$ cat config.mk
export PLATFORM = sky130hd
export DESIGN_NAME = ntm_output_vector
export DESIGN_NICKNAME = d
export VERILOG_FILES = /design/src/design/ntm_pkg.sv /design/src/design/ntm_dot_accumulator.sv /design/src/design/ntm_operand_fifo.sv /design/src/design/ntm_output_vector.sv /design/src/design/ntm_vector_summation.sv
export VERILOG_INCLUDE_DIRS = /design/src /design/src/include
export SDC_FILE = /design/constraint.sdc
export NUM_CORES = 2
export LEC_CHECK = 0
export ABC_AREA = 0
export BUFFER_PORTS_ARGS = -buffer_cell sky130_fd_sc_hd__clkbuf_2
export CAP_MARGIN = 10
export CORE_ASPECT_RATIO = 1.1
export CORE_MARGIN = 2
export CORE_UTILIZATION = 70
export CTS_BUF_LIST = sky130_fd_sc_hd__clkbuf_8 sky130_fd_sc_hd__clkbuf_16
export CTS_CLUSTER_SIZE = 16
export DETAILED_ROUTE_END_ITERATION = 16
export PLACE_DENSITY = 0.93
export REMOVE_ABC_BUFFERS = 1
export SYNTH_ARGS = -nofsm -noshare
export SYNTH_HDL_FRONTEND = slang
export SYNTH_SLANG_ARGS = --single-unit
$ cat constraint.sdc
create_clock -name CLK -period 22.4 [get_ports CLK]
set_input_delay 3.36 -clock CLK [delete_from_list [all_inputs] [get_ports CLK]]
set_output_delay 3.36 -clock CLK [all_outputs]
set_load 0.03 [all_outputs]
$ cat src/include/ntm_params.svh
`ifndef NTM_PARAMS_SVH
`define NTM_PARAMS_SVH

//////////////////////////////////////////////////
// Datapath widths
//////////////////////////////////////////////////

// Operand, product and y word
`define NTM_DATA_W 32

// One size value (Y, L, W or R)
`define NTM_SIZE_W 8

//////////////////////////////////////////////////
// Buffering and credits
//////////////////////////////////////////////////

// Operand pairs per input buffer, also initial source credits
`define NTM_FIFO_DEPTH 4
`define NTM_FIFO_AW 2

// Output credits held after reset
`define NTM_Y_CREDITS 2
`define NTM_CREDIT_W 3

`endif

$ cat src/design/ntm_pkg.sv
`include "ntm_params.svh"

package ntm_pkg;

  //////////////////////////////////////////////////
  // Vector types
  //////////////////////////////////////////////////

  // Operands, products and y elements
  typedef logic [`NTM_DATA_W-1:0] ntm_data_t;

  // Y, L, W and R sizes
  typedef logic [`NTM_SIZE_W-1:0] ntm_size_t;

  // Term counts such as W*R, twice the size width
  typedef logic [2*`NTM_SIZE_W-1:0] ntm_count_t;

  // Output credit counter
  typedef logic [`NTM_CREDIT_W-1:0] ntm_credit_t;

  //////////////////////////////////////////////////
  // Controller FSM
  //////////////////////////////////////////////////

  typedef enum logic [1:0] {
    ctrl_starter,
    ctrl_issue,
    ctrl_wait,
    ctrl_finish
  } ntm_ctrl_state_t;

endpackage

$ cat src/design/ntm_dot_accumulator.sv
module ntm_dot_accumulator import ntm_pkg::*; (
  input  logic       CLK,
  input  logic       RST,

  // From the controller
  input  logic       acc_start,
  input  ntm_count_t term_count,

  // Head of the operand buffer
  input  logic       not_empty,
  input  ntm_data_t  head_a,
  input  ntm_data_t  head_b,
  output logic       pop,

  // Partial result towards summation
  output logic       result_valid,
  output ntm_data_t  result,
  input  logic       result_take
);

  //////////////////////////////////////////////////
  // Internal state
  //////////////////////////////////////////////////

  // Terms still to add, nonzero means busy
  ntm_count_t remaining;
  ntm_data_t  sum;
  ntm_data_t  product;
  logic       busy;

  assign busy = (remaining != '0);

  // Only the low word of the product is kept
  assign product = head_a * head_b;

  // One pair per cycle while terms remain
  assign pop = busy && not_empty;

  //////////////////////////////////////////////////
  // Control
  //////////////////////////////////////////////////

  always_ff @(posedge CLK or posedge RST) begin
    if (RST) begin
      remaining    <= '0;
      result_valid <= 1'b0;
    end else begin
      if (acc_start) begin
        remaining <= term_count;
      end else if (pop) begin
        remaining <= remaining - 1'b1;
        // Last term added, result is ready next cycle
        if (remaining == ntm_count_t'(1))
          result_valid <= 1'b1;
      end
      if (result_take)
        result_valid <= 1'b0;
    end
  end

  // Running sum, cleared per y
  always_ff @(posedge CLK) begin
    if (acc_start)
      sum <= '0;
    else if (pop)
      sum <= sum + product;
  end

  assign result = sum;

  //////////////////////////////////////////////////
  // Checks
  //////////////////////////////////////////////////

  // Controller restarts only an idle, drained accumulator
  assert property (@(posedge CLK) disable iff (RST)
    acc_start |-> (!busy && !result_valid))
    else $error("accumulator started while busy or holding");

  assert property (@(posedge CLK) disable iff (RST)
    acc_start |-> (term_count != '0))
    else $error("accumulator started with zero terms");

endmodule

$ cat src/design/ntm_operand_fifo.sv
`include "ntm_params.svh"

module ntm_operand_fifo import ntm_pkg::*; (
  input  logic      CLK,
  input  logic      RST,

  // Write side, from the source
  input  logic      push,
  input  ntm_data_t k_data,
  input  ntm_data_t r_data,

  // Read side, towards the accumulator
  input  logic      pop,
  output logic      not_empty,
  output ntm_data_t head_k,
  output ntm_data_t head_r,

  // One pulse per popped pair
  output logic      credit_out
);

  //////////////////////////////////////////////////
  // Storage and pointers
  //////////////////////////////////////////////////

  ntm_data_t mem_k [`NTM_FIFO_DEPTH];
  ntm_data_t mem_r [`NTM_FIFO_DEPTH];

  logic [`NTM_FIFO_AW-1:0] wr_ptr;
  logic [`NTM_FIFO_AW-1:0] rd_ptr;
  // One extra bit so a full buffer is distinct from empty
  logic [`NTM_FIFO_AW:0]   count;

  // Payload only, no reset
  always_ff @(posedge CLK) begin
    if (push) begin
      mem_k[wr_ptr] <= k_data;
      mem_r[wr_ptr] <= r_data;
    end
  end

  // Pointers wrap on their own, depth is a power of two
  always_ff @(posedge CLK or posedge RST) begin
    if (RST) begin
      wr_ptr     <= '0;
      rd_ptr     <= '0;
      count      <= '0;
      credit_out <= 1'b0;
    end else begin
      if (push)
        wr_ptr <= wr_ptr + 1'b1;
      if (pop)
        rd_ptr <= rd_ptr + 1'b1;
      // Occupancy follows push and pop together
      if (push && !pop)
        count <= count + 1'b1;
      else if (!push && pop)
        count <= count - 1'b1;
      // Credit goes back one cycle after the pop
      credit_out <= pop;
    end
  end

  assign not_empty = (count != '0);
  assign head_k    = mem_k[rd_ptr];
  assign head_r    = mem_r[rd_ptr];

  //////////////////////////////////////////////////
  // Checks
  //////////////////////////////////////////////////

  // Source pushed without holding a credit
  assert property (@(posedge CLK) disable iff (RST)
    push |-> (count != (`NTM_FIFO_AW+1)'(`NTM_FIFO_DEPTH)))
    else $error("operand fifo push while full");

  // Accumulator must only pop a present pair
  assert property (@(posedge CLK) disable iff (RST)
    pop |-> not_empty)
    else $error("operand fifo pop while empty");

endmodule

$ cat src/design/ntm_output_vector.sv
module ntm_output_vector import ntm_pkg::*; (
  input  logic      CLK,
  input  logic      RST,

  // Control
  input  logic      start,
  input  ntm_size_t size_y,
  input  ntm_size_t size_l,
  input  ntm_size_t size_w,
  input  ntm_size_t size_r,
  output logic      ready,

  // K*r operand stream
  input  logic      kr_valid,
  input  ntm_data_t k_in,
  input  ntm_data_t r_in,
  output logic      kr_credit,

  // U*h operand stream
  input  logic      uh_valid,
  input  ntm_data_t u_in,
  input  ntm_data_t h_in,
  output logic      uh_credit,

  // y output stream
  output logic      y_valid,
  output ntm_data_t y_out,
  input  logic      y_credit
);

  //////////////////////////////////////////////////
  // Signals
  //////////////////////////////////////////////////

  ntm_ctrl_state_t state;
  logic            start_accept;
  logic            acc_start;
  logic            result_take;

  // Sizes of the current run
  ntm_size_t       size_y_q;
  ntm_size_t       size_l_q;
  ntm_count_t      term_kr;

  // y elements started and y elements sent
  ntm_size_t       y_issued;
  ntm_size_t       y_sent;
  logic            last_issued;
  logic            last_sent;

  // K*r path
  logic            kr_not_empty;
  ntm_data_t       kr_head_k;
  ntm_data_t       kr_head_r;
  logic            kr_pop;
  logic            kr_result_valid;
  ntm_data_t       kr_result;

  // U*h path
  logic            uh_not_empty;
  ntm_data_t       uh_head_u;
  ntm_data_t       uh_head_h;
  logic            uh_pop;
  logic            uh_result_valid;
  ntm_data_t       uh_result;

  //////////////////////////////////////////////////
  // Controller
  //////////////////////////////////////////////////

  // start only counts while idle
  assign start_accept = (state == ctrl_starter) && start;
  assign acc_start    = (state == ctrl_issue);
  assign last_issued  = (y_issued == size_y_q);
  assign last_sent    = (y_sent == size_y_q - 1'b1);

  // Sizes and W*R held for the whole run
  always_ff @(posedge CLK) begin
    if (start_accept) begin
      size_y_q <= size_y;
      size_l_q <= size_l;
      term_kr  <= ntm_count_t'(size_w) * ntm_count_t'(size_r);
    end
  end

  always_ff @(posedge CLK or posedge RST) begin
    if (RST) begin
      state    <= ctrl_starter;
      y_issued <= '0;
      y_sent   <= '0;
      ready    <= 1'b0;
    end else begin
      ready <= 1'b0;
      // Every y pulse of the run is counted
      if (y_valid)
        y_sent <= y_sent + 1'b1;
      case (state)
        ctrl_starter: begin
          if (start) begin
            y_issued <= '0;
            y_sent   <= '0;
            state    <= ctrl_issue;
          end
        end
        // Both accumulators start on the next y
        ctrl_issue: begin
          y_issued <= y_issued + 1'b1;
          state    <= ctrl_wait;
        end
        // Free again once summation took both partials
        ctrl_wait: begin
          if (result_take)
            state <= last_issued ? ctrl_finish : ctrl_issue;
        end
        // Drain the remaining y elements
        ctrl_finish: begin
          if (y_valid && last_sent) begin
            ready <= 1'b1;
            state <= ctrl_starter;
          end
        end
        default: state <= ctrl_starter;
      endcase
    end
  end

  // Host must never start a run with an empty dimension
  assert property (@(posedge CLK) disable iff (RST)
    start_accept |-> (size_y != '0 && size_l != '0 && size_w != '0 && size_r != '0))
    else $error("start accepted with a zero size");

  //////////////////////////////////////////////////
  // Datapath instances
  //////////////////////////////////////////////////

  ntm_operand_fifo kr_fifo (
    .CLK        (CLK),
    .RST        (RST),
    .push       (kr_valid),
    .k_data     (k_in),
    .r_data     (r_in),
    .pop        (kr_pop),
    .not_empty  (kr_not_empty),
    .head_k     (kr_head_k),
    .head_r     (kr_head_r),
    .credit_out (kr_credit)
  );

  ntm_operand_fifo uh_fifo (
    .CLK        (CLK),
    .RST        (RST),
    .push       (uh_valid),
    .k_data     (u_in),
    .r_data     (h_in),
    .pop        (uh_pop),
    .not_empty  (uh_not_empty),
    .head_k     (uh_head_u),
    .head_r     (uh_head_h),
    .credit_out (uh_credit)
  );

  // W*R terms per y
  ntm_dot_accumulator kr_accumulator (
    .CLK          (CLK),
    .RST          (RST),
    .acc_start    (acc_start),
    .term_count   (term_kr),
    .not_empty    (kr_not_empty),
    .head_a       (kr_head_k),
    .head_b       (kr_head_r),
    .pop          (kr_pop),
    .result_valid (kr_result_valid),
    .result       (kr_result),
    .result_take  (result_take)
  );

  // L terms per y
  ntm_dot_accumulator uh_accumulator (
    .CLK          (CLK),
    .RST          (RST),
    .acc_start    (acc_start),
    .term_count   (ntm_count_t'(size_l_q)),
    .not_empty    (uh_not_empty),
    .head_a       (uh_head_u),
    .head_b       (uh_head_h),
    .pop          (uh_pop),
    .result_valid (uh_result_valid),
    .result       (uh_result),
    .result_take  (result_take)
  );

  ntm_vector_summation vector_summation (
    .CLK         (CLK),
    .RST         (RST),
    .a_valid     (kr_result_valid),
    .a_result    (kr_result),
    .b_valid     (uh_result_valid),
    .b_result    (uh_result),
    .result_take (result_take),
    .y_credit    (y_credit),
    .y_valid     (y_valid),
    .y_out       (y_out)
  );

endmodule

$ cat src/design/ntm_vector_summation.sv
`include "ntm_params.svh"

module ntm_vector_summation import ntm_pkg::*; (
  input  logic      CLK,
  input  logic      RST,

  // K*r partial result
  input  logic      a_valid,
  input  ntm_data_t a_result,

  // U*h partial result
  input  logic      b_valid,
  input  ntm_data_t b_result,

  // Shared take, both accumulators in one cycle
  output logic      result_take,

  // Output stream with credits
  input  logic      y_credit,
  output logic      y_valid,
  output ntm_data_t y_out
);

  //////////////////////////////////////////////////
  // Holding register
  //////////////////////////////////////////////////

  logic        hold_valid;
  ntm_data_t   hold_data;
  ntm_credit_t credits;
  logic        have_credit;

  // Both partials present and room to store the sum
  assign result_take = a_valid && b_valid && !hold_valid;

  // Send only while a credit is held
  assign have_credit = (credits != '0);
  assign y_valid     = hold_valid && have_credit;
  assign y_out       = hold_data;

  // Wrapped sum, payload only
  always_ff @(posedge CLK) begin
    if (result_take)
      hold_data <= a_result + b_result;
  end

  always_ff @(posedge CLK or posedge RST) begin
    if (RST) begin
      hold_valid <= 1'b0;
    end else begin
      if (result_take)
        hold_valid <= 1'b1;
      else if (y_valid)
        hold_valid <= 1'b0;
    end
  end

  //////////////////////////////////////////////////
  // Output credits
  //////////////////////////////////////////////////

  // Up on a returned credit, down on each y sent
  always_ff @(posedge CLK or posedge RST) begin
    if (RST) begin
      credits <= ntm_credit_t'(`NTM_Y_CREDITS);
    end else begin
      if (y_credit && !y_valid)
        credits <= credits + 1'b1;
      else if (!y_credit && y_valid)
        credits <= credits - 1'b1;
    end
  end

  //////////////////////////////////////////////////
  // Checks
  //////////////////////////////////////////////////

  // Sink returns no more credits than it was given
  assert property (@(posedge CLK) disable iff (RST)
    (y_credit && !y_valid) |-> (credits < ntm_credit_t'(`NTM_Y_CREDITS)))
    else $error("output credit counter above its initial count");

endmodule

== Word-level counts from Yosys, hierarchy flattened ==
Memory sizes are Yosys's and may differ from the RTL's.
Index checks and enable logic that the tools add are counted.

* Register bits after elaboration: 201
* RAM bits: 512
* Bits of input ports: 166
* Memories kept: 4

{| class="wikitable"
|+ Memory list
! memory !! words !! bits a word !! rd ports !! clocked after Yosys merged registers in !! write ports !! line !! text
|-
| kr_fifo.mem_k || 4 || 32 || 1 || 0 || 1 || ntm_operand_fifo.sv:26 || <nowiki>ntm_data_t mem_k [`NTM_FIFO_DEPTH];</nowiki>
|-
| kr_fifo.mem_r || 4 || 32 || 1 || 0 || 1 || ntm_operand_fifo.sv:27 || <nowiki>ntm_data_t mem_r [`NTM_FIFO_DEPTH];</nowiki>
|-
| uh_fifo.mem_k || 4 || 32 || 1 || 0 || 1 || ntm_operand_fifo.sv:26 ||
|-
| uh_fifo.mem_r || 4 || 32 || 1 || 0 || 1 || ntm_operand_fifo.sv:27 ||
|}

* Add/sub/neg operators: 18
* Multiply operators: 3
* Eq/ne operators: 11
* Mux-type cells: 36
* Reduce and logical (&&, ||, !) cells: 41

{| class="wikitable"
|+ Operators with widths
! kind !! number
|-
| $add 32x32->32 || 3
|-
| $mul 32x32->32 || 2
|-
| $mux 16 || 4
|-
| $eq 16x1->1 const B || 2
|-
| $mux 8 || 4
|-
| $reduce_bool 16->1 || 2
|-
| $sub 16x1->16 const B || 2
|-
| $reduce_bool 2->1 || 11
|-
| $mux 3 || 6
|-
| $add 8x1->8 const B || 2
|-
| $eq 8x8->1 || 2
|-
| $mul 8x8->16 || 1
|-
| $mux 1 || 16
|-
| $pmux 8 s2 || 1
|-
| $logic_and 1x1->1 || 13
|-
| $add 3x1->3 const B || 3
|-
| $reduce_and 3->1 || 3
|-
| $reduce_bool 3->1 || 3
|-
| $sub 3x1->3 const B || 3
|-
| $add 2x1->2 const B || 4
|-
| $mux 2 || 4
|-
| $pmux 2 s4 || 1
|-
| $sub 8x1->8 const B || 1
|-
| $logic_not 1->1 || 7
|-
| 6 further kinds || 9
|}

== Longest topological paths before layout ==
* Depth in word-level cells: 5
* Mapped depth: 38
* Gate-level depth less buffers: 31

== Hierarchy ==
From an unflattened synthesis, not the netlist that was laid out.

* Cells, all modules: 5698
* Area, all modules: 64081.5 um2

{| class="wikitable"
|+ By module, submodules not included
! module !! instances !! cells each !! area an instance (um2) !! sequential area each (um2)
|-
| ntm_operand_fifo || 2 || 369 || 9646.8 || 7887.6
|-
| ntm_dot_accumulator at kr_accumulator || 1 || 2153 || 18934.4 || 1066.0
|-
| ntm_dot_accumulator at uh_accumulator || 1 || 2130 || 18788.0 || 1066.0
|-
| ntm_output_vector || 1 || 410 || 4310.4 || 1436.4
|-
| ntm_vector_summation || 1 || 267 || 2755.1 || 1062.3
|}

== Worst setup path after synthesis ==
OpenSTA, ideal clock, no wires.

* Path type: flip-flop to flip-flop
* Start: register uh_fifo.rd_ptr[1]
* End: register uh_accumulator.sum[30] (netlist: uh_accumulator.result[30])
* Setup time: 86 ps
* Arrival: 8635 ps
* Path slack: 13679 ps
* Stages on the path, launching flop included: 35
* Path buffers: 6
* Path through: dfrtp_1 -> buf_4 -> buf_6 -> buf_4 -> buf_2 -> buf_1 -> mux2_2 -> o21ai_1 -> clkbuf_1 -> nor2_1 -> fa_1 -> fa_1 -> fa_1 -> inv_1 -> fa_1 -> inv_1 -> fa_1 -> inv_1 -> fa_1 -> inv_1 -> fa_1 -> inv_1 -> fa_1 -> inv_1 -> ha_1 -> a21o_1 -> a21oi_1 -> o21bai_1 -> a21oi_1 -> o21ai_0 -> a21oi_1 -> o31ai_1 -> a31o_1 -> or4b_1 -> a221oi_2

* Longest elaborated chain between the ends: 3

{| class="wikitable"
|+ Ends and longest elaborated chain
! what !! line !! text
|-
| from (decl) || ntm_operand_fifo.sv:30 || <nowiki>logic [`NTM_FIFO_AW-1:0] rd_ptr;</nowiki>
|-
| from (signal assigned) || ntm_operand_fifo.sv:53 || <nowiki>rd_ptr <= rd_ptr + 1'b1;</nowiki>
|-
| $mem_v2 4x32, on equally long branches || -- ||
|-
| $mul 32x32->32 (*) || ntm_dot_accumulator.sv:34 || <nowiki>assign product = head_a * head_b;</nowiki>
|-
| $add 32x32->32 (*) || ntm_dot_accumulator.sv:66 || <nowiki>sum <= sum + product;</nowiki>
|-
| to (signal assigned) || ntm_dot_accumulator.sv:66 ||
|-
| to (decl) || ntm_dot_accumulator.sv:27 || <nowiki>ntm_data_t sum;</nowiki>
|}

Mark *: on every way between the ends. The rest lies on a longest branch, timed or not.
A chain may end at the register's enable or synchronous reset.

== Worst setup path after layout ==
* Start: register uh_fifo.rd_ptr[1]
* End: register uh_accumulator.sum[31] (netlist: uh_accumulator.result[31])

Same word-level chain as after synthesis.

==> results.sh <==
export IMPL_worstSetupPathType="register to register"
export IMPL_reg2reg_from="uh_fifo.rd_ptr[1]"
export IMPL_max_slew_margin_pct=7.71
export IMPL_required_ps=22910
export IMPL_post_cts_setup_buffer_count=0
export IMPL_cp_startpoint="uh_fifo.rd_ptr[1]"
export IMPL_cp_buffers_inverters=6
export IMPL_fin_crit_sh_pct=45.0
export IMPL_port_buffers=201
export IMPL_slowest_delay_ps=910
export IMPL_yosys_warnings=0
export IMPL_clock_sinks=713
export IMPL_synth_top_cell_area_share_pct=28.6
export IMPL_via_count=45600
export IMPL_synth_area_leaders="fa_1 29%, edfxtp_1 27%, ha_1 6.5%"
export IMPL_synth_top_area_cell="fa_1"
export IMPL_syn_area_sq_mm=0.0642
export IMPL_synth_edf_count=576
export IMPL_critPathLaunchType="register"
export IMPL_dp_hpwl_um=125000
export IMPL_grt_use_total_pct=37.5
export IMPL_cts_root_buf="clkbuf_16"
export IMPL_areaGrowthSynthToFinish_pct=6.95
export IMPL_design_area_sq_mm=0.0686
export IMPL_drv_slew=0
export IMPL_fp_dieW_um=293
export IMPL_use_met2_pct=60.5
export IMPL_ys_types=82
export IMPL_routed_wl_um=171000
export IMPL_rsz0062_at_grt="no"
export IMPL_grt_pass1_vias=49600
export IMPL_seq_area_frac_synth_pct=31.8
export IMPL_drt_pass1_iter_count=8
export IMPL_cp_common_cell="fa_1"
export IMPL_fillCellCount=5256
export IMPL_drtIter0Drc=5131
export IMPL_use_met3_pct=11.2
export IMPL_drive_above_1_share_pct=9.84
export IMPL_final_nets=7417
export IMPL_status="completed"
export IMPL_fin_setup_tns_ps=0
export IMPL_finalSetupViolations=0
export IMPL_hold_violations=0
export IMPL_core_area_sq_mm=0.0910
export IMPL_avgViaCountPerCell=6.29
export IMPL_maxCapViolCount=0
export IMPL_dieArea_sq_mm=0.0941
export IMPL_use_met1_pct=43.8
export IMPL_placed_cell_area_sq_mm=0.0663
export IMPL_drc=0
export IMPL_core_rowCount=116
export IMPL_cts_buffers=73
export IMPL_cp_slowest_cell="o21ai_1"
export IMPL_clkTransAtPathRegs_ps=60
export IMPL_grt_overflow_total=0
export IMPL_skew_ps=43.9
export IMPL_busiest_layer="met2"
export IMPL_grt_pass1_wl_um=268000
export IMPL_hold_path_startpoint="term_kr[15]"
export IMPL_min_period_ps=10090
export IMPL_cpLargestDelayFamily="adder cells"
export IMPL_clk_path_buf_depth=3
export IMPL_cts_tree="done"
export IMPL_place_ws_ps=12580
export IMPL_arrival_ps=10600
export IMPL_synth_async_reset_ratio_pct=10.2
export IMPL_hp_class="register to register"
export IMPL_yosys_register_bits=713
export IMPL_netlist_top_cells_count="1090 x inv_1, 916 x fa_1, 664 x nand2_1"
export IMPL_synthFlopType="edfxtp_1"
export IMPL_cts_resized=0
export IMPL_insertion_delay_ps=660
export IMPL_ant_nets=0
export IMPL_htreeDepth=3
export IMPL_tightestPinTransition_ps=1350
export IMPL_grt_max_degree=99
export IMPL_syn_avg_cell_area_sq_um=11.0
export IMPL_layout_setup_ws_ps=12310
export IMPL_wire_per_inst_um=23.7
export IMPL_crit_path_end_kind="register"
export IMPL_max_freq_mhz=99.1
export IMPL_ios=202
export IMPL_syn_instance_count=5852
export IMPL_yosysMostFrequentCell="inv_1"
export IMPL_crit_fanout=57
export IMPL_gp_congestion=0.977
export IMPL_antenna_found_initial=14
export IMPL_initial_core_util_pct=70.5
export IMPL_die_h_um=322
export IMPL_cts_hold_buf=0
## kinds of logic after synthesis
group / share of synthesized area, %
AO/OA/AOI/OAI: 3.93
multiplexers: 7.39
adder cells (fa/ha/maj): 35.1
XOR/XNOR: 3.76
AND/OR/NAND/NOR: 10.2
flip-flops: 31.8
buffers and inverters: 7.90
## per-stage QoR
stage               util, %  hold slack [ps]  std cells
finish                 75.4              453       7246
global route           75.4              470       7243
CTS                    75.4              459       7232
detailed placement     72.8              445       7105
global placement       72.8              430       7103
floorplan                 -              426       5657
## worst reg2reg max path, cell delays in order (launching register included)
cell      delay (ps)
dfrtp_4          550
buf_4            740
buf_4            940
mux2_2           450
o21ai_1          910
nor2_1           170
fa_1             540
fa_1             540
inv_1             60
fa_1             530
fa_1             530
inv_1             70
fa_1             550
fa_1             440
fa_1             500
inv_1             60
fa_1             480
inv_1             50
ha_1             410
nand2_1          120
nor3_1           190
o211ai_1         110
a21boi_0         340
o21a_1           160
nor2_1            60
o21ai_0          220
xnor2_1          160
a21oi_1           90
## routing by layer
layer	vias to the layer above	share of wire, %	routed length [um]
met5	-	0.037	63
met3	1116	12	21300
met4	10	8.0	13700
met2	3403	47	81000
met1	22200	32	55300
li1	18800	-	-
## final cells by class
class                           count  area [sq um]  share of cell area (%)
Clock buffer                       78          1920                    2.79
Timing Repair Buffer              270          1540                    2.24
Antenna cell                       12          30.0                  0.0437
Tap cell                         1180          1480                    2.15
Multi-Input combinational cell   3854         38800                    56.5
Clock inverter                     49           420                   0.612
Inverter                         1090          4090                    5.96
Sequential cell                   713         20400                    29.7
## cells in the final DEF (no fill, tap or decap), types with 38 or more instances in the layout
cell | netlist | layout
a21o_1 | 38 | 38
a21oi_1 | 127 | 127
and2_1 | 100 | 92
buf_4 | 12 | 67
clkbuf_16 | 0 | 75
clkbuf_2 | 0 | 201
dfrtp_1 | 72 | 68
dfxtp_1 | 64 | 64
edfxtp_1 | 576 | 576
fa_1 | 916 | 916
ha_1 | 333 | 333
inv_1 | 1090 | 1107
mux2_2 | 91 | 91
mux2i_1 | 175 | 173
mux4_2 | 73 | 73
nand2_1 | 664 | 664
nor2_1 | 645 | 644
o21ai_0 | 96 | 94
xnor2_1 | 192 | 192
xor2_1 | 73 | 73
## sequential cells by signal, indices dropped and copies added, names as in the netlist, 3 cells and up
signal	flops
kr_fifo.mem_k	128
kr_fifo.mem_r	128
uh_fifo.mem_k	128
uh_fifo.mem_r	128
kr_accumulator.result	32
uh_accumulator.result	32
vector_summation.y_out	32
kr_accumulator.remaining	16
term_kr	16
uh_accumulator.remaining	16
size_l_q	8
size_y_q	8
y_issued	8
y_sent	8
kr_fifo.count	3
uh_fifo.count	3
vector_summation.credits	3
## worst paths after layout
kind	endpoint	slack, ps	depth (start not counted)
setup / recovery	uh_accumulator.result[31]	12310	27
hold / removal	kr_accumulator.remaining[15]	450	2
setup reg to reg	uh_accumulator.result[31]	12310	27
hold reg to reg	kr_accumulator.remaining[15]	450	2
max in group asynchronous	uh_fifo.rd_ptr[1]	18640	3
min in group asynchronous	y_sent[6]	2990	3
Power is left out: the tool's default activity adds up to more than one toggle a clock period on the data nets, which glitch-free logic cannot reach.
